[src/rtc_pkg.sv]
`default_nettype none

package rtc_pkg;

	////////////////////
	// serial framing
	////////////////////

	typedef logic [7:0] byte_t; // one byte on the line

	// start + 8 data + stop
	// the tx and rx bit counters also rest at this value
	localparam int frame_bits = 10;

	localparam byte_t op_read  = 8'h33; // read frame, then 0x00 0x00
	localparam byte_t op_write = 8'h22; // write triple: opcode, address, value

	localparam int time_fields = 7; // second up to year

	////////////////////
	// time word
	////////////////////

	// named view, declared msb first so second lands in the low byte
	typedef struct packed
	{
		byte_t year;    // addr 6
		byte_t month;   // addr 5
		byte_t day;     // addr 4
		byte_t weekday; // addr 3
		byte_t hour;    // addr 2
		byte_t minute;  // addr 1
		byte_t second;  // addr 0
	} rtc_time_fields_t;

	// written by register address, read by field name
	typedef union packed
	{
		byte_t [time_fields-1:0] bytes;  // bytes[0] is the second
		rtc_time_fields_t        fields;
	} rtc_time_u;

	////////////////////
	// sequencer states
	////////////////////

	// read or write is kept in a separate flag, so the
	// send and response states are shared by both transactions
	typedef enum logic [2:0]
	{
		idle,       // ready high, waiting for a request
		send,       // tx_enable up until the transmitter starts
		send_count, // one cycle, step the byte counter
		send_wait,  // transmitter busy with the byte
		resp_wait,  // wait for a start bit from the chip
		resp_data,  // receiver busy
		resp_store, // byte complete, write it out
		guard       // quiet time before ready
	} seq_state_e;

endpackage

`default_nettype wire

[src/baud_gen.sv]
`timescale 1ns/100ps
`default_nettype none

module baud_gen
#(
	parameter int baud_inc  = 52, // accumulator step
	parameter int acc_width = 15  // top bit is the carry, i.e. bit_tick
)
(
	input  wire        ASYNCH_CLK,
	input  wire        RTC_RESET,
	input  wire        over_sync,  // rx saw a start bit, realign phase
	output logic       bit_tick,   // one clock per carry
	output logic [1:0] over_tick   // [0] raw 16x tick, [1] tick at phase wrap
);

	localparam int over_bit = acc_width - 5; // toggles 16 times per carry

	logic [acc_width-1:0] acc;
	logic                 over_bit_q; // previous value of acc[over_bit]
	logic                 over_raw;
	logic [3:0]           phase;      // oversample position inside one bit

	// carry of the low bits lands in the top bit, top bit is dropped next clock
	always_ff @(posedge ASYNCH_CLK)
	begin
		if (RTC_RESET)
		begin
			acc        <= '0;
			over_bit_q <= 1'b0;
		end
		else
		begin
			acc        <= {1'b0, acc[acc_width-2:0]} + acc_width'(baud_inc);
			over_bit_q <= acc[over_bit];
		end
	end

	assign bit_tick = acc[acc_width-1];
	assign over_raw = over_bit_q ^ acc[over_bit]; // any edge of the tap bit

	// phase 15 marks the sampling tick, forced there on a start bit
	always_ff @(posedge ASYNCH_CLK)
	begin
		if (RTC_RESET)
			phase <= 4'h0;
		else if (over_sync)
			phase <= 4'hF; // next raw tick samples the start bit
		else if (over_raw)
			phase <= phase + 4'h1;
	end

	assign over_tick = {over_raw & (phase == 4'hF), over_raw};

	// the step is far below half the range, so a carry never repeats at once
	bit_tick_single: assert property (@(posedge ASYNCH_CLK) disable iff (RTC_RESET)
		bit_tick |=> !bit_tick);

endmodule

`default_nettype wire

[src/rtc_link_top.sv]
`timescale 1ns/100ps
`default_nettype none

module rtc_link_top
#(
	parameter int baud_inc     = 52,   // accumulator step
	parameter int acc_width    = 15,   // accumulator width
	parameter int resp_bytes   = 33,   // status response length
	parameter int guard_cycles = 4095  // quiet time after each transaction
)
(
	input  wire                ASYNCH_CLK,
	input  wire                RTC_RESET,
	input  wire                read_status,
	input  wire                set_clock,
	input  rtc_pkg::rtc_time_u set_time,  // values for set clock
	input  wire                rxd,
	output logic               txd,
	output logic               ready,
	output rtc_pkg::rtc_time_u rtc_time   // last status read
);

	logic           bit_tick;
	logic [1:0]     over_tick;   // raw and phase-wrap oversample ticks
	logic           over_sync;
	rtc_pkg::byte_t tx_byte;
	rtc_pkg::byte_t rx_byte;
	logic           tx_enable;
	logic           tx_idle;
	logic           rx_idle;
	logic           link_ready;  // whole driver idle
	logic           store_en;
	logic [7:0]     store_index;

	assign link_ready = tx_idle & rx_idle;

	////////////////////
	// serial driver
	////////////////////

	baud_gen #(.baud_inc(baud_inc), .acc_width(acc_width)) baud_gen_i
	(
		.ASYNCH_CLK (ASYNCH_CLK),
		.RTC_RESET  (RTC_RESET),
		.over_sync  (over_sync),
		.bit_tick   (bit_tick),
		.over_tick  (over_tick)
	);

	uart_tx uart_tx_i
	(
		.ASYNCH_CLK (ASYNCH_CLK),
		.RTC_RESET  (RTC_RESET),
		.bit_tick   (bit_tick),
		.tx_enable  (tx_enable),
		.tx_byte    (tx_byte),
		.txd        (txd),
		.tx_idle    (tx_idle)
	);

	uart_rx uart_rx_i
	(
		.ASYNCH_CLK (ASYNCH_CLK),
		.RTC_RESET  (RTC_RESET),
		.over_tick  (over_tick),
		.rxd        (rxd),
		.over_sync  (over_sync),
		.rx_byte    (rx_byte),
		.rx_idle    (rx_idle)
	);

	////////////////////
	// command side
	////////////////////

	rtc_sequencer #(.resp_bytes(resp_bytes), .guard_cycles(guard_cycles)) rtc_sequencer_i
	(
		.ASYNCH_CLK  (ASYNCH_CLK),
		.RTC_RESET   (RTC_RESET),
		.read_status (read_status),
		.set_clock   (set_clock),
		.link_ready  (link_ready),
		.set_time    (set_time),
		.tx_byte     (tx_byte),
		.tx_enable   (tx_enable),
		.store_en    (store_en),
		.store_index (store_index),
		.ready       (ready)
	);

	rtc_time_regs rtc_time_regs_i
	(
		.ASYNCH_CLK  (ASYNCH_CLK),
		.RTC_RESET   (RTC_RESET),
		.store_en    (store_en),
		.store_index (store_index),
		.rx_byte     (rx_byte),
		.rtc_time    (rtc_time)
	);

endmodule

`default_nettype wire

[src/rtc_sequencer.sv]
`timescale 1ns/100ps
`default_nettype none

module rtc_sequencer
#(
	parameter int resp_bytes   = 33,   // bytes in the status response, >= 7
	parameter int guard_cycles = 4095  // quiet clocks after a transaction
)
(
	input  wire                ASYNCH_CLK,
	input  wire                RTC_RESET,
	input  wire                read_status,  // request level, wins over set_clock
	input  wire                set_clock,    // request level
	input  wire                link_ready,   // tx and rx both idle
	input  rtc_pkg::rtc_time_u set_time,
	output rtc_pkg::byte_t     tx_byte,
	output logic               tx_enable,
	output logic               store_en,
	output logic [7:0]         store_index,
	output logic               ready
);

	localparam int         guard_width = $clog2(guard_cycles + 1);
	localparam logic [7:0] resp_last   = 8'(resp_bytes - 1);

	rtc_pkg::seq_state_e    state;
	rtc_pkg::seq_state_e    state_next;
	logic                   is_write;   // set clock running, else read status
	logic [1:0]             sent_pos;   // sent-byte counter, byte in triple
	logic [2:0]             sent_field; // sent-byte counter, whole triples
	logic [2:0]             field_end;  // triples in this transaction
	logic                   send_done;
	logic [7:0]             resp_cnt;   // response bytes stored
	logic [guard_width-1:0] guard_cnt;

	assign field_end = is_write ? 3'(rtc_pkg::time_fields) : 3'd1; // read frame is one triple
	assign send_done = (sent_field == field_end);

	////////////////////
	// next state
	////////////////////

	always_comb
	begin
		state_next = state;
		case (state)
			rtc_pkg::idle:
				if (link_ready && (read_status || set_clock))
					state_next = rtc_pkg::send;
			rtc_pkg::send:
				if (!link_ready)
					state_next = rtc_pkg::send_count; // transmitter took the byte
			rtc_pkg::send_count:
				state_next = rtc_pkg::send_wait;
			rtc_pkg::send_wait:
				if (link_ready)
				begin
					if (!send_done)
						state_next = rtc_pkg::send;
					else if (is_write)
						state_next = rtc_pkg::guard; // nothing comes back on a write
					else
						state_next = rtc_pkg::resp_wait;
				end
			rtc_pkg::resp_wait:
				if (!link_ready)
					state_next = rtc_pkg::resp_data; // start bit seen
			rtc_pkg::resp_data:
				if (link_ready)
					state_next = rtc_pkg::resp_store;
			rtc_pkg::resp_store:
				state_next = (resp_cnt == resp_last) ? rtc_pkg::guard : rtc_pkg::resp_wait;
			rtc_pkg::guard:
				if (guard_cnt == '0)
					state_next = rtc_pkg::idle;
			default:
				state_next = rtc_pkg::idle;
		endcase
	end

	////////////////////
	// registers
	////////////////////

	always_ff @(posedge ASYNCH_CLK)
	begin
		if (RTC_RESET)
		begin
			state      <= rtc_pkg::idle;
			ready      <= 1'b1;
			tx_enable  <= 1'b0;
			store_en   <= 1'b0;
			is_write   <= 1'b0;
			sent_pos   <= 2'd0;
			sent_field <= 3'd0;
			resp_cnt   <= 8'd0;
			guard_cnt  <= guard_width'(guard_cycles);
		end
		else
		begin
			state     <= state_next;
			ready     <= (state_next == rtc_pkg::idle);       // low from the accept clock on
			tx_enable <= (state_next == rtc_pkg::send);
			store_en  <= (state_next == rtc_pkg::resp_store);

			if (state == rtc_pkg::idle && state_next == rtc_pkg::send)
				is_write <= !read_status; // read has priority

			case (state)
				rtc_pkg::idle:
				begin
					sent_pos   <= 2'd0;
					sent_field <= 3'd0;
					resp_cnt   <= 8'd0;
				end
				rtc_pkg::send_count:
					if (sent_pos == 2'd2)
					begin
						sent_pos   <= 2'd0;
						sent_field <= sent_field + 3'd1;
					end
					else
						sent_pos <= sent_pos + 2'd1;
				rtc_pkg::resp_store:
					resp_cnt <= resp_cnt + 8'd1;
				default:
					;
			endcase

			// reloaded outside guard, counts down inside
			if (state == rtc_pkg::guard)
				guard_cnt <= guard_cnt - 1'b1;
			else
				guard_cnt <= guard_width'(guard_cycles);
		end
	end

	////////////////////
	// outgoing byte
	////////////////////

	always_comb
	begin
		case (sent_pos)
			2'd0:    tx_byte = is_write ? rtc_pkg::op_write : rtc_pkg::op_read;
			2'd1:    tx_byte = is_write ? rtc_pkg::byte_t'(sent_field) : 8'h00; // reg address
			default: tx_byte = (is_write && sent_field < 3'(rtc_pkg::time_fields)) ?
				set_time.bytes[sent_field] : 8'h00;
		endcase
	end

	assign store_index = resp_cnt; // byte number in the response

	enable_in_send: assert property (@(posedge ASYNCH_CLK) disable iff (RTC_RESET)
		tx_enable |-> (state == rtc_pkg::send));

endmodule

`default_nettype wire

[src/rtc_time_regs.sv]
`timescale 1ns/100ps
`default_nettype none

module rtc_time_regs
(
	input  wire                ASYNCH_CLK,
	input  wire                RTC_RESET,
	input  wire                store_en,     // one clock per response byte
	input  wire [7:0]          store_index,  // response byte number
	input  rtc_pkg::byte_t     rx_byte,
	output rtc_pkg::rtc_time_u rtc_time
);

	logic in_range; // byte is one of the time fields, rest is filler

	assign in_range = (store_index < 8'(rtc_pkg::time_fields));

	// response order equals register address order, second first
	always_ff @(posedge ASYNCH_CLK)
	begin
		if (RTC_RESET)
			rtc_time <= '1; // 0xFF in every field, nothing read yet
		else if (store_en && in_range)
			rtc_time.bytes[store_index] <= rx_byte;
	end

endmodule

`default_nettype wire

[src/uart_rx.sv]
`timescale 1ns/100ps
`default_nettype none

module uart_rx
(
	input  wire            ASYNCH_CLK,
	input  wire            RTC_RESET,
	input  wire [1:0]      over_tick,  // [0] raw 16x, [1] at phase wrap
	input  wire            rxd,
	output logic           over_sync,  // one clock at start detection
	output rtc_pkg::byte_t rx_byte,
	output logic           rx_idle
);

	localparam logic [3:0] cnt_idle = 4'(rtc_pkg::frame_bits);

	logic [7:0] samples;   // last eight line samples, [0] newest
	logic [3:0] bit_cnt;   // frame bit to sample next, idle at frame_bits
	logic       start_det; // eight low samples in a row while idle
	logic       data_bit;  // bit_cnt points at one of the 8 data bits

	////////////////////
	// line sampling
	////////////////////

	always_ff @(posedge ASYNCH_CLK)
	begin
		if (RTC_RESET)
			samples <= 8'hFF; // line idles high
		else if (over_tick[0])
			samples <= {samples[6:0], rxd};
	end

	assign rx_idle   = (bit_cnt == cnt_idle);
	assign start_det = rx_idle && (samples == 8'h00);

	////////////////////
	// frame counter
	////////////////////

	always_ff @(posedge ASYNCH_CLK)
	begin
		if (RTC_RESET)
		begin
			bit_cnt   <= cnt_idle;
			over_sync <= 1'b0;
		end
		else
		begin
			over_sync <= start_det; // phase goes to 15, next tick samples start
			if (start_det)
				bit_cnt <= 4'd0;
			else if (!rx_idle && over_tick[1])
				bit_cnt <= bit_cnt + 4'd1; // stop bit sample ends the frame
		end
	end

	// bits 1..8, start and stop are only counted
	assign data_bit = (bit_cnt != 4'd0) && (bit_cnt < 4'd9);

	// lsb arrives first, shift in from the top
	always_ff @(posedge ASYNCH_CLK)
	begin
		if (over_tick[1] && data_bit)
			rx_byte <= {samples[0], rx_byte[7:1]};
	end

	// frame from the chip closes with a high stop bit
	stop_bit_high: assert property (@(posedge ASYNCH_CLK) disable iff (RTC_RESET)
		over_tick[1] && (bit_cnt == 4'd9) |-> samples[0]);

endmodule

`default_nettype wire

[src/uart_tx.sv]
`timescale 1ns/100ps
`default_nettype none

module uart_tx
(
	input  wire            ASYNCH_CLK,
	input  wire            RTC_RESET,
	input  wire            bit_tick,
	input  wire            tx_enable,  // level, sampled on bit_tick while idle
	input  rtc_pkg::byte_t tx_byte,
	output logic           txd,
	output logic           tx_idle
);

	localparam logic [3:0] cnt_idle = 4'(rtc_pkg::frame_bits);

	logic [3:0]                     bit_cnt;  // bit on the line, idle at frame_bits
	logic [rtc_pkg::frame_bits-1:0] frame_q;  // stop, data msb..lsb, start

	////////////////////
	// bit counter
	////////////////////

	always_ff @(posedge ASYNCH_CLK)
	begin
		if (RTC_RESET)
			bit_cnt <= cnt_idle;
		else if (!tx_idle && bit_tick)
			bit_cnt <= bit_cnt + 4'd1; // next bit, stop bit returns to idle
		else if (tx_enable && bit_tick)
			bit_cnt <= 4'd0; // start bit goes out now
	end

	assign tx_idle = (bit_cnt == cnt_idle);

	// frame follows tx_byte until the start, then holds
	always_ff @(posedge ASYNCH_CLK)
	begin
		if (tx_idle)
			frame_q <= {1'b1, tx_byte, 1'b0};
	end

	////////////////////
	// line
	////////////////////

	assign txd = tx_idle ? 1'b1 : frame_q[bit_cnt]; // lsb first after start

	idle_line_high: assert property (@(posedge ASYNCH_CLK) disable iff (RTC_RESET)
		tx_idle |-> txd);

endmodule

`default_nettype wire
[config.mk]
export PLATFORM = sky130hd
export DESIGN_NAME = rtc_link_top
export DESIGN_NICKNAME = d
export VERILOG_FILES = /design/src/rtc_pkg.sv /design/src/baud_gen.sv /design/src/rtc_link_top.sv /design/src/rtc_sequencer.sv /design/src/rtc_time_regs.sv /design/src/uart_rx.sv /design/src/uart_tx.sv
export SDC_FILE = /design/constraint.sdc
export NUM_CORES = 1
export LEC_CHECK = 0
export BUFFER_PORTS_ARGS = -buffer_cell sky130_fd_sc_hd__buf_4
export CAP_MARGIN = 20
export CELL_PAD_IN_SITES_DETAIL_PLACEMENT = 1
export CELL_PAD_IN_SITES_GLOBAL_PLACEMENT = 1
export CORE_MARGIN = 1.5
export CORE_UTILIZATION = 42
export CTS_CLUSTER_SIZE = 20
export DETAILED_ROUTE_END_ITERATION = 12
export PLACE_DENSITY = 0.81
export SLEW_MARGIN = 5
export SYNTH_ARGS = -nofsm -noshare
export SYNTH_HDL_FRONTEND = slang
export SYNTH_SLANG_ARGS = --single-unit
[constraint.sdc]
create_clock -name ASYNCH_CLK -period 2.9 [get_ports ASYNCH_CLK]
set_input_delay 0.29 -clock ASYNCH_CLK [delete_from_list [all_inputs] [get_ports ASYNCH_CLK]]
set_output_delay 0.29 -clock ASYNCH_CLK [all_outputs]
set_load 0.02 [all_outputs]
==> flow_summary.yaml, run 1 <==
detailed_routing:
  vias: 5126
  antenna_left: 0
  wl_per_cell_um: 17.2
  detailedRoute.firstIterationViolations: 258
  total_wirelength_of_the_detailed_routed_design_um: 16400
  drt_first_pass_iters: 4
  viasPerCell: 5.38
  dr_drc_count: 0
cts:
  tritoncts_clock_tree: "done"
  post_cts.resized_instances: 0
  cts_htree_levels: 4
  clk-insertion-delay-late_ns: 0.42
  post-cts-setup-buffer-count: 0
  number_of_clock_sinks: 139
  cts_inserted_buffers: 17
  worst_setup_hold_path_clk_slew_ns: 0.06
  clock_root_cell: "sky130_fd_sc_hd__clkbuf_16"
  cts_hold_buf: 0
  clock_path_buffers: 2
floorplan:
  initial_utilization_pct: 42.6
  std_cell_rows: 44
  die_h_um: 124
  dieArea_um2: 15400
  ios: 119
  core-area_um2: 14400
  die_width_um: 124
critical_path:
  end_kind: "register"
  reg2reg_from: "uart_tx_i.bit_cnt[0]"
  crit_type: "register to register"
  regToRegSetupSlack_ns: 0.49
  crit_arrival_ns: 2.72
  worstSetupStartpoint: "uart_tx_i.bit_cnt[0]"
  crit_fanout: 11
  startpoint_type: "register"
  critPathRequiredTime_ns: 3.21
yosys:
  postSynth.asyncResetShare_pct: 0
  synth.yosys.seq_area_share_pct: 47.9
  postSynthAreaPerCell_um2: 9.56
  cell_area_after_synthesis_um2: 6150
  synthesis.yosys.warnings: 0
  synth-main-ff-cell: "sky130_fd_sc_hd__dfxtp_1"
  post-synth-top-area-cell: "sky130_fd_sc_hd__dfxtp_1"
  postSynthCellCount: 643
  synth_edf_count: 16
  yosys-top-cells-area: "sky130_fd_sc_hd__dfxtp_1 40%, sky130_fd_sc_hd__mux2i_1 9.8%, sky130_fd_sc_hd__edfxtp_1 7.8%"
  netlist-cell-type-count: 57
  synth-seq-cells: 139
  postSynthNetCount: 718
  yosys.area.top_type_share_pct: 40.0
sta:
  worst_slew_margin_rel_pct: 43.5
  worst_hold_slack_ns: 0.0859
  setup_violation_total_in_the_final_timing_report: 0
  finClkSkew_ns: 0.00707
  rsz0062_at_grt: "no"
  timing_worst_slew_pin_value_ns: 0.842
  timing.setup.tns_ns: 0
  fmax_mhz: 414
  final.min_clock_period_ns: 2.41
  slew_viol_final: 0
  final_min_period_over_clock_period_pct: 83.2
  finalHoldViolations: 0
outcome:
  outcome: "finished clean"
cells_and_area:
  drive_gt1_share_pct: 22.4
  finalNetCount: 831
  syn_to_final_growth_pct: 26.2
  most-common-layout-cells: "126 x sky130_fd_sc_hd__buf_4, 123 x sky130_fd_sc_hd__dfxtp_1, 114 x sky130_fd_sc_hd__nand2_1"
  layout_filler_cell_count: 1663
  antenna_cells_inserted: 0
  layout.cells.most_common: "sky130_fd_sc_hd__buf_4"
  non_filler_cell_area_final_um2: 7760
min_path:
  holdCritPathClass: "input pin to register"
  min-delay-start: "rxd"
power:
  total_leakage_power_nw: 3.07
  power.density_nw_per_um2: 534
  post-layout-total-power_w: 0.00415
  peakVddDrop_uv: 439
global_route:
  grt_max_degree: 63
  antenna_found_initial: 0
  first_global_vias: 5373
  overall_track_demand_over_capacity_in_global_routing_pct: 22.2
  grt_overflow: 0
  first_pass_grt_wire_length_um: 26300
placement:
  dp_hpwl_um: 11800
  gp_congestion: 0.777
  io_buffer_count: 118
  placed_cell_area_um2: 7210
job:
  max-cap-violations: 0
-- flip-flops by register name, indices dropped and copies added, names as in the netlist, 8 cells and up --
signal	count
uart_rx_i.rx_byte	8
uart_rx_i.samples	8
rtc_time_regs_i.rtc_time	56
baud_gen_i.acc	13
uart_tx_i.frame_q	8
rtc_sequencer_i.guard_cnt	12
rtc_sequencer_i.store_index	8
-- area by class of cell --
cell class              instances  area [µm²]  area share [%]
multi-input cells             458        3020            38.9
flip-flops and latches        139        2940            37.9
repair buffers                127         966            12.4
clock buffers                  25         485            6.26
well taps                     184         230            2.97
clock inverters                 7        63.8           0.822
inverters                      13        48.8           0.629
-- metrics by stage --
| step | cells | util (%) | setup slack, ns |
|---|---|---|---|
| 6_report | 953 | 53.8 | 0.486 |
| 5_1_grt | 953 | 53.8 | 0.238 |
| 4_1_cts | 953 | 53.8 | 0.482 |
| 3_5_place_dp | 921 | 50.0 | 0.578 |
| 3_3_place_gp | 921 | 50.0 | 0.710 |
| 2_1_floorplan | 643 | - | 0.676 |
-- final timing paths --
path	end	cells past startpoint
worst max register to register	rtc_sequencer_i.store_en	8
worst min register to register	rtc_sequencer_i.guard_cnt[0]	1
worst max-delay path	rtc_sequencer_i.store_en	8
worst min-delay path	uart_rx_i.samples[0]	3
-- routing by layer --
metal  global-route usage (%)  wire length [µm]  share of wire [%]
met1                     27.7              7170                 44
met2                     37.8              8410                 51
met3                     5.27               510                3.1
met4                     7.39               286                1.7
met5                        0                 0                  0
-- worst max-delay path, cell delays in order, from the launching register on --
cell and delay [ns]:
sky130_fd_sc_hd__dfxtp_1 0.39, sky130_fd_sc_hd__inv_1 0.13, sky130_fd_sc_hd__ha_1 0.21, sky130_fd_sc_hd__nand3b_1 0.25
sky130_fd_sc_hd__inv_1 0.41, sky130_fd_sc_hd__a41o_1 0.22, sky130_fd_sc_hd__o21ai_0 0.18, sky130_fd_sc_hd__nor3_1 0.23
sky130_fd_sc_hd__nor3b_1 0.28
-- cell families after synthesis --
kind of cell | after synthesis | share of synthesized area, %
and+or+nand+nor | 254 | 19.8
DFF | 139 | 47.9
AOI/OAI and AO/OA | 93 | 9.28
muxes | 72 | 13.6
buffers and inverters | 46 | 3.01
xor gates and xnor gates | 25 | 3.56
adders and majority gates | 14 | 2.85
-- cells in the mapped netlist, types with 4 or more instances --
| cell type | instances |
|---|---|
| sky130_fd_sc_hd__a21boi_0 | 5 |
| sky130_fd_sc_hd__o21ai_0 | 29 |
| sky130_fd_sc_hd__mux2i_1 | 60 |
| sky130_fd_sc_hd__nor3_1 | 10 |
| sky130_fd_sc_hd__nand4_1 | 4 |
| sky130_fd_sc_hd__nand3_1 | 26 |
| sky130_fd_sc_hd__inv_1 | 12 |
| sky130_fd_sc_hd__nor3b_1 | 8 |
| sky130_fd_sc_hd__nand2b_1 | 6 |
| sky130_fd_sc_hd__nor2_1 | 43 |
| sky130_fd_sc_hd__dfxtp_1 | 123 |
| sky130_fd_sc_hd__mux4_2 | 9 |
| sky130_fd_sc_hd__o211ai_1 | 10 |
| sky130_fd_sc_hd__a21oi_1 | 26 |
| sky130_fd_sc_hd__ha_1 | 14 |
| sky130_fd_sc_hd__xnor2_1 | 9 |
| sky130_fd_sc_hd__and3_1 | 5 |
| sky130_fd_sc_hd__xor2_1 | 16 |
| sky130_fd_sc_hd__o22ai_1 | 4 |
| sky130_fd_sc_hd__nand2_1 | 114 |
| sky130_fd_sc_hd__nor2b_1 | 10 |
| sky130_fd_sc_hd__nor4_1 | 7 |
| sky130_fd_sc_hd__edfxtp_1 | 16 |
| sky130_fd_sc_hd__clkbuf_1 | 27 |
-- report_power, final --
part	leakage [nW]	total [W]	internal (W)	switching [W]
Clock	0.271	0.00200	0.00124	0.000762
Combinational	1.65	0.000162	0.0000918	0.0000698
Sequential	1.15	0.00198	0.00196	0.0000200
(Power assumes the default switching activity.)
==> run 2, diff against run 1 <==
--- a/config.mk
+++ b/config.mk
@@ -5,15 +5,16 @@
 export SDC_FILE = /design/constraint.sdc
 export NUM_CORES = 1
 export LEC_CHECK = 0
+export ABC_AREA = 1
 export BUFFER_PORTS_ARGS = -buffer_cell sky130_fd_sc_hd__buf_4
 export CAP_MARGIN = 20
 export CELL_PAD_IN_SITES_DETAIL_PLACEMENT = 1
 export CELL_PAD_IN_SITES_GLOBAL_PLACEMENT = 1
 export CORE_MARGIN = 1.5
-export CORE_UTILIZATION = 42
+export CORE_UTILIZATION = 41
 export CTS_CLUSTER_SIZE = 20
 export DETAILED_ROUTE_END_ITERATION = 12
-export PLACE_DENSITY = 0.81
+export PLACE_DENSITY = 0.82
 export SLEW_MARGIN = 5
 export SYNTH_ARGS = -nofsm -noshare
 export SYNTH_HDL_FRONTEND = slang
==> constraint.sdc (replaced) <==
create_clock -name ASYNCH_CLK -period 2.4 [get_ports ASYNCH_CLK]
set_input_delay 0.24 -clock ASYNCH_CLK [delete_from_list [all_inputs] [get_ports ASYNCH_CLK]]
set_output_delay 0.24 -clock ASYNCH_CLK [all_outputs]
set_load 0.02 [all_outputs]
==> run 2 against run 1 <==
Sequential share of layout area is 0.12 points higher. Design area decreased by 0.32%. Critical path depth grew 2. Hold slack got worse by 0.065 ns. Register-to-register slack worse by 0.25 ns. Combinational power up 59%. Critical path type unchanged. Largest cell class is now flip-flops and latches.
==> flow_summary.yaml, run 2 <==
outcome:
  outcome: "finished clean"
cells_and_area:
  finalNetCount: 944
  layout_filler_cell_count: 1726
  drive_gt1_share_pct: 20.7
  antenna_cells_inserted: 0
  layout.cells.most_common: "sky130_fd_sc_hd__nand2_1"
  most-common-layout-cells: "162 x sky130_fd_sc_hd__nand2_1, 123 x sky130_fd_sc_hd__dfxtp_1, 123 x sky130_fd_sc_hd__buf_4"
  finish.utilization_pct: 53.0
  syn_to_final_growth_pct: 26.1
  largest_register_ffs: 56
  regMostFlops: "rtc_time_regs_i.rtc_time"
  largest_registers: "rtc_time_regs_i.rtc_time (56), baud_gen_i.acc (13), rtc_sequencer_i.guard_cnt (12)"
critical_path:
  regToRegSetupSlack_ns: 0.24
  crit_fanout: 10
  critical_path.reg2reg.endpoint: "rtc_sequencer_i.ready"
  reg2reg_from: "uart_tx_i.bit_cnt[0]"
  critPathRequiredTime_ns: 2.75
  slowest_stage_delay_cp_ns: 0.40
  crit_slowest_cell: "sky130_fd_sc_hd__dfxtp_1"
  worstSetupStartpoint: "uart_tx_i.bit_cnt[0]"
  path_delay_family: "simple AND/OR/NAND/NOR gates"
  end_kind: "register"
  buffers_plus_inverters_on_the_worst_setup_path: 2
  r2r_cells: 10
  crit_chain: "inv_1 > ha_1 > nand3_2 > inv_1 > nand2_1 > nand2_1 > nand3_1 > nor2_1 > nand3_1 > o21ai_1"
  crit_type: "register to register"
  startpoint_type: "register"
  crit_arrival_ns: 2.51
detailed_routing:
  vias: 5792
  viasPerCell: 5.43
  drt_first_pass_iters: 4
  detailedRoute.firstIterationViolations: 295
  dr_drc_count: 0
  antenna_left: 0
  wl_per_cell_um: 16.6
  total_wirelength_of_the_detailed_routed_design_um: 17700
yosys:
  cell_area_after_synthesis_um2: 6130
  yosys-top-cells-area: "sky130_fd_sc_hd__dfxtp_1 40%, sky130_fd_sc_hd__nand2_1 9.9%, sky130_fd_sc_hd__o211ai_1 8.9%"
  synth_edf_count: 16
  synth-seq-cells: 139
  yosys-top-cells-count: "162 x sky130_fd_sc_hd__nand2_1, 123 x sky130_fd_sc_hd__dfxtp_1, 73 x sky130_fd_sc_hd__o211ai_1, 72 x sky130_fd_sc_hd__inv_1, 64 x sky130_fd_sc_hd__nor2_1"
  postSynth.asyncResetShare_pct: 0
  postSynthCellCount: 757
  synth-main-ff-cell: "sky130_fd_sc_hd__dfxtp_1"
  postSynthNetCount: 832
  netlist-cell-type-count: 44
  yosys.area.top_type_share_pct: 40.1
  synthesis.yosys.warnings: 0
  synth.yosys.seq_area_share_pct: 48.0
  synth_most_common_cell: "sky130_fd_sc_hd__nand2_1"
  postSynthAreaPerCell_um2: 8.10
  post-synth-top-area-cell: "sky130_fd_sc_hd__dfxtp_1"
floorplan:
  die_h_um: 125
  std_cell_rows: 44
  ios: 119
  core-area_um2: 14600
  dieArea_um2: 15700
  initial_utilization_pct: 42.0
  die_width_um: 125
min_path:
  hold_end: "uart_rx_i.samples[0]"
  holdCritPathClass: "input pin to register"
  min-delay-start: "rxd"
  hold-path-cell-count: 3
placement:
  dp_hpwl_um: 12600
  gp_congestion: 0.877
  io_buffer_count: 118
cts:
  post-cts-setup-buffer-count: 0
  number_of_clock_sinks: 139
  post_cts.resized_instances: 0
  clock_root_cell: "sky130_fd_sc_hd__clkbuf_16"
  cts_inserted_buffers: 17
  cts_htree_levels: 4
  tritoncts_clock_tree: "done"
  worst_setup_hold_path_clk_slew_ns: 0.06
  clock_path_buffers: 2
  clk-insertion-delay-late_ns: 0.42
  cts_hold_buf: 0
sta:
  finClkSkew_ns: 0.00546
  rsz0062_at_grt: "no"
  timing_worst_slew_pin_value_ns: 0.586
  slew_viol_final: 0
  final.min_clock_period_ns: 2.16
  final_min_period_over_clock_period_pct: 90.0
  worst_slew_margin_rel_pct: 60.9
  fmax_mhz: 463
  timing.setup.tns_ns: 0
  finalHoldViolations: 0
  setup_violation_total_in_the_final_timing_report: 0
power:
  sequentialPowerShare_pct: 45.5
  total_leakage_power_nw: 3.49
  power.density_nw_per_um2: 681
  p_int_w: 0.00403
  swShare_pct: 23.6
  switchingPower_w: 0.00124
  power.share.combinational_pct: 4.9
  power_frac_clock_pct: 49.7
  peakVddDrop_uv: 456
global_route:
  grt_overflow: 0
  first_pass_grt_wire_length_um: 29300
  overall_track_demand_over_capacity_in_global_routing_pct: 23.0
  grt_max_degree: 55
  first_global_vias: 6054
  antenna_found_initial: 0
job:
  max-cap-violations: 0
-- run 2: changes by cell type after synthesis, moves of 17 or more --
cell	previous run	this run
sky130_fd_sc_hd__o21ai_0	29	46
sky130_fd_sc_hd__nand2_1	114	162
sky130_fd_sc_hd__inv_1	12	72
sky130_fd_sc_hd__nor2_1	43	64
sky130_fd_sc_hd__o211ai_1	10	73
sky130_fd_sc_hd__mux2i_1	60	0
-- run 2: cells by family (layout without fill, tap and decap cells) --
| logic type | after synthesis | count (layout) | share of synthesized area (%) |
|---|---|---|---|
| fa+ha+maj | 14 | 14 | 2.86 |
| xor+xnor | 4 | 4 | 0.571 |
| buf+inv | 109 | 234 | 7.26 |
| compound gates | 178 | 178 | 18.7 |
| flops | 139 | 139 | 48.0 |
| simple gates | 313 | 313 | 22.7 |
-- run 2: area by class of cell --
class / instances / area, µm² / share of cell area, %
timing repair buffer: 123 / 923 / 11.9
tap: 184 / 230 / 2.98
sequential: 139 / 2940 / 38.1
multi-input combinational: 509 / 2750 / 35.5
clock buffer: 19 / 464 / 6.00
inverter: 79 / 297 / 3.83
clock inverter: 13 / 131 / 1.70
-- run 2: how the worst max path moves through the flow --
stage	end	slack, ns	cells after the start
after global placement	uart_tx_i.frame_q[3]	0.50	7
final	rtc_sequencer_i.ready	0.24	10
after floorplan	uart_rx_i.rx_byte[0]	0.46	6
after detailed placement	rtc_sequencer_i.ready	0.32	10
after CTS	rtc_sequencer_i.ready	0.27	10
after global routing	rtc_sequencer_i.ready	0.05	10
-- run 2: stage by stage --
step	hold slack, ns	instances	total power [W]	worst slack (ns)	instance area (µm²)
4_1_cts	0.00406	1066	0.00531	0.269	7730
6_report	0.0207	1066	0.00527	0.240	7730
3_3_place_gp	0.374	1034	0.00269	0.497	7140
3_5_place_dp	0.389	1034	0.00270	0.316	7140
5_1_grt	0.0316	1066	0.00543	0.0451	7730
2_1_floorplan	0.353	757	0.00257	0.461	6130
-- run 2: power groups by stage --
| stage | combinational, W | clock [W] | sequential (W) |
|---|---|---|---|
| 2_1_floorplan | 0.000135 | 0 | 0.00244 |
| 3_3_place_gp | 0.000245 | 0 | 0.00244 |
| 3_5_place_dp | 0.000257 | 0 | 0.00245 |
| 4_1_cts | 0.000260 | 0.00265 | 0.00239 |
| 5_1_grt | 0.000289 | 0.00275 | 0.00240 |
| 6_report | 0.000257 | 0.00262 | 0.00239 |
-- run 2: worst min-delay path: stages --
cell	delay [ns]
sky130_fd_sc_hd__buf_4	0.08
sky130_fd_sc_hd__nand2_1	0.04
sky130_fd_sc_hd__nand3_1	0.05
-- run 2: per-layer routing --
layer	track usage [%]	share of wire (%)
met3	4.66	4.0
met5	0	0
met1	26.8	44
met4	8.29	1.5
met2	41.5	51
==> run 3, diff against run 2 <==
--- a/config.mk
+++ b/config.mk
@@ -5,16 +5,15 @@
 export SDC_FILE = /design/constraint.sdc
 export NUM_CORES = 1
 export LEC_CHECK = 0
-export ABC_AREA = 1
 export BUFFER_PORTS_ARGS = -buffer_cell sky130_fd_sc_hd__buf_4
 export CAP_MARGIN = 20
 export CELL_PAD_IN_SITES_DETAIL_PLACEMENT = 1
 export CELL_PAD_IN_SITES_GLOBAL_PLACEMENT = 1
 export CORE_MARGIN = 1.5
-export CORE_UTILIZATION = 41
+export CORE_UTILIZATION = 42
 export CTS_CLUSTER_SIZE = 20
 export DETAILED_ROUTE_END_ITERATION = 12
-export PLACE_DENSITY = 0.82
+export PLACE_DENSITY = 0.81
 export SLEW_MARGIN = 5
 export SYNTH_ARGS = -nofsm -noshare
 export SYNTH_HDL_FRONTEND = slang
==> run 3 against run 2 <==
Combinational power is 23% lower. Die area decreased by 2.1%. Sequential cell count is the same. Global-route usage shrank 0.19 points. Clock skew increased by 0.0052 ns. Cell count is 9.5% lower. Core utilization is 1.7 points higher. Design area up 2.0%. Critical path type unchanged.
==> flow_summary.yaml, run 3 (synthesized netlist as in run 1, its figures left out) <==
critical_path:
  crit_type: "register to register"
  path_delay_family: "simple AND/OR/NAND/NOR gates"
  regToRegSetupSlack_ns: 0.02
  buffers_plus_inverters_on_the_worst_setup_path: 0
  crit_arrival_ns: 2.67
  crit_chain: "or4_4 > or3_4 > and2b_1 > mux2i_1 > nand2_1"
  end_kind: "register"
  startpoint_type: "register"
  critPathRequiredTime_ns: 2.69
  slowest_stage_delay_cp_ns: 0.57
  crit_slowest_cell: "sky130_fd_sc_hd__or4_4"
  crit_fanout: 8
cells_and_area:
  finalNetCount: 843
  largest_register_ffs: 56
  drive_gt1_share_pct: 23.9
  most-common-layout-cells: "138 x sky130_fd_sc_hd__buf_4, 123 x sky130_fd_sc_hd__dfxtp_1, 114 x sky130_fd_sc_hd__nand2_1"
  syn_to_final_growth_pct: 28.2
  finish.utilization_pct: 54.7
  regMostFlops: "rtc_time_regs_i.rtc_time"
  non_filler_cell_area_final_um2: 7890
  largest_registers: "rtc_time_regs_i.rtc_time (56), baud_gen_i.acc (13), rtc_sequencer_i.guard_cnt (12)"
  antenna_cells_inserted: 0
  layout.cells.most_common: "sky130_fd_sc_hd__buf_4"
power:
  power.share.combinational_pct: 3.9
  peakVddDrop_uv: 522
  p_int_w: 0.00400
  power_frac_clock_pct: 49.6
  switchingPower_w: 0.00114
  total_leakage_power_nw: 3.12
  power.density_nw_per_um2: 652
  swShare_pct: 22.2
  sequentialPowerShare_pct: 46.5
cts:
  number_of_clock_sinks: 139
  clock_root_cell: "sky130_fd_sc_hd__clkbuf_16"
  cts_htree_levels: 4
  post-cts-setup-buffer-count: 0
  worst_setup_hold_path_clk_slew_ns: 0.06
  tritoncts_clock_tree: "done"
  cts_inserted_buffers: 17
  clock_path_buffers: 2
  cts_hold_buf: 0
  clk-insertion-delay-late_ns: 0.43
sta:
  final_min_period_over_clock_period_pct: 99.3
  slew_viol_final: 0
  worst_slack_ns: 0.0165
  finClkSkew_ns: 0.0107
  fmax_mhz: 420
  timing_worst_slew_pin_value_ns: 0.719
  setup_violation_total_in_the_final_timing_report: 0
  final.min_clock_period_ns: 2.38
  worst_slew_margin_rel_pct: 52.0
  timing.setup.tns_ns: 0
  finalHoldViolations: 0
global_route:
  antenna_found_initial: 0
  grt_overflow: 0
  first_pass_grt_wire_length_um: 26900
  first_global_vias: 5507
  grt_max_degree: 71
  overall_track_demand_over_capacity_in_global_routing_pct: 22.8
job:
  max-cap-violations: 0
detailed_routing:
  drt_first_pass_iters: 4
  met3_wirelength_um: 494
  total_wirelength_of_the_detailed_routed_design_um: 17000
  dr_drc_count: 0
  viasPerCell: 5.41
  vias: 5222
  dr_wl_met2_um: 9210
  detailedRoute.firstIterationViolations: 269
  antenna_left: 0
  wl_met1_um: 6880
  wl_per_cell_um: 17.6
  routed.top_layer: "met4"
placement:
  io_buffer_count: 118
  gp_congestion: 0.816
  placed_cell_area_um2: 7300
  dp_hpwl_um: 12000
  dp_worst_setup_slack_ns: 0.132
floorplan:
  ios: 119
  initial_utilization_pct: 42.6
  die_width_um: 124
  dieArea_um2: 15400
  core-area_um2: 14400
  std_cell_rows: 44
  die_h_um: 124
min_path:
  holdCritPathClass: "input pin to register"
outcome:
  outcome: "finished clean"
[run 3: cell types whose count changed in the layout (fill, tap and decap cells not counted), moves of 13 or more]
cell,before,now
sky130_fd_sc_hd__inv_1,72,12
sky130_fd_sc_hd__xor2_1,3,16
sky130_fd_sc_hd__buf_4,123,138
sky130_fd_sc_hd__o21ai_0,46,29
sky130_fd_sc_hd__o211ai_1,73,10
sky130_fd_sc_hd__nand2_1,162,114
sky130_fd_sc_hd__mux2i_1,0,60
sky130_fd_sc_hd__nor2_1,64,43
[run 3: cell type report]
class	instances	area [µm²]
Inverter	13	48.8
Sequential cell	139	2940
Clock buffer	18	429
Multi-Input combinational cell	458	3030
Clock inverter	14	148
Timing Repair Buffer	139	1060
Fill cell	1657	6540
Tap cell	184	230
[run 3: through the flow]
| step | total power (W) | hold WS, ns | instances |
|---|---|---|---|
| 6_report | 0.00514 | 0.0206 | 965 |
| 5_1_grt | 0.00531 | 0.0109 | 965 |
| 4_1_cts | 0.00519 | 0.00288 | 965 |
| 3_5_place_dp | 0.00264 | 0.402 | 933 |
| 3_3_place_gp | 0.00263 | 0.386 | 933 |
| 2_1_floorplan | 0.00253 | 0.350 | 643 |
[run 3: power by group through the flow]
stage,Clock [W],Combinational (W),Sequential [W]
floorplan,0,0.0000966,0.00244
CTS,0.00260,0.000202,0.00239
detailed placement,0,0.000200,0.00244
global route,0.00269,0.000218,0.00239
global placement,0,0.000189,0.00244
finish,0.00255,0.000199,0.00239
[run 3: path summary, 6_finish.rpt]
path              depth (start not counted)                            from                      endpoint
setup / recovery                          5  rtc_sequencer_i.store_index[3]  rtc_time_regs_i.rtc_time[35]
hold / removal                            2                     read_status      rtc_sequencer_i.is_write
setup reg to reg                          5  rtc_sequencer_i.store_index[3]  rtc_time_regs_i.rtc_time[35]
hold reg to reg                           1    rtc_sequencer_i.guard_cnt[0]  rtc_sequencer_i.guard_cnt[0]
[run 3: what timing repair did]
| action | in CTS | in global routing |
|---|---|---|
| endpoints found under the setup margin | 0 | 2 |
| gates resized for setup | 0 | 1 |
| hold endpoints to repair | 0 | 0 |
[run 3: per-layer routing]
metal  vias to the layer above  track usage [%]
met5                         -                0
met4                         0             9.23
met3                        38             4.90
met2                        78             41.7
met1                      2598             25.6
li1                       2508                -
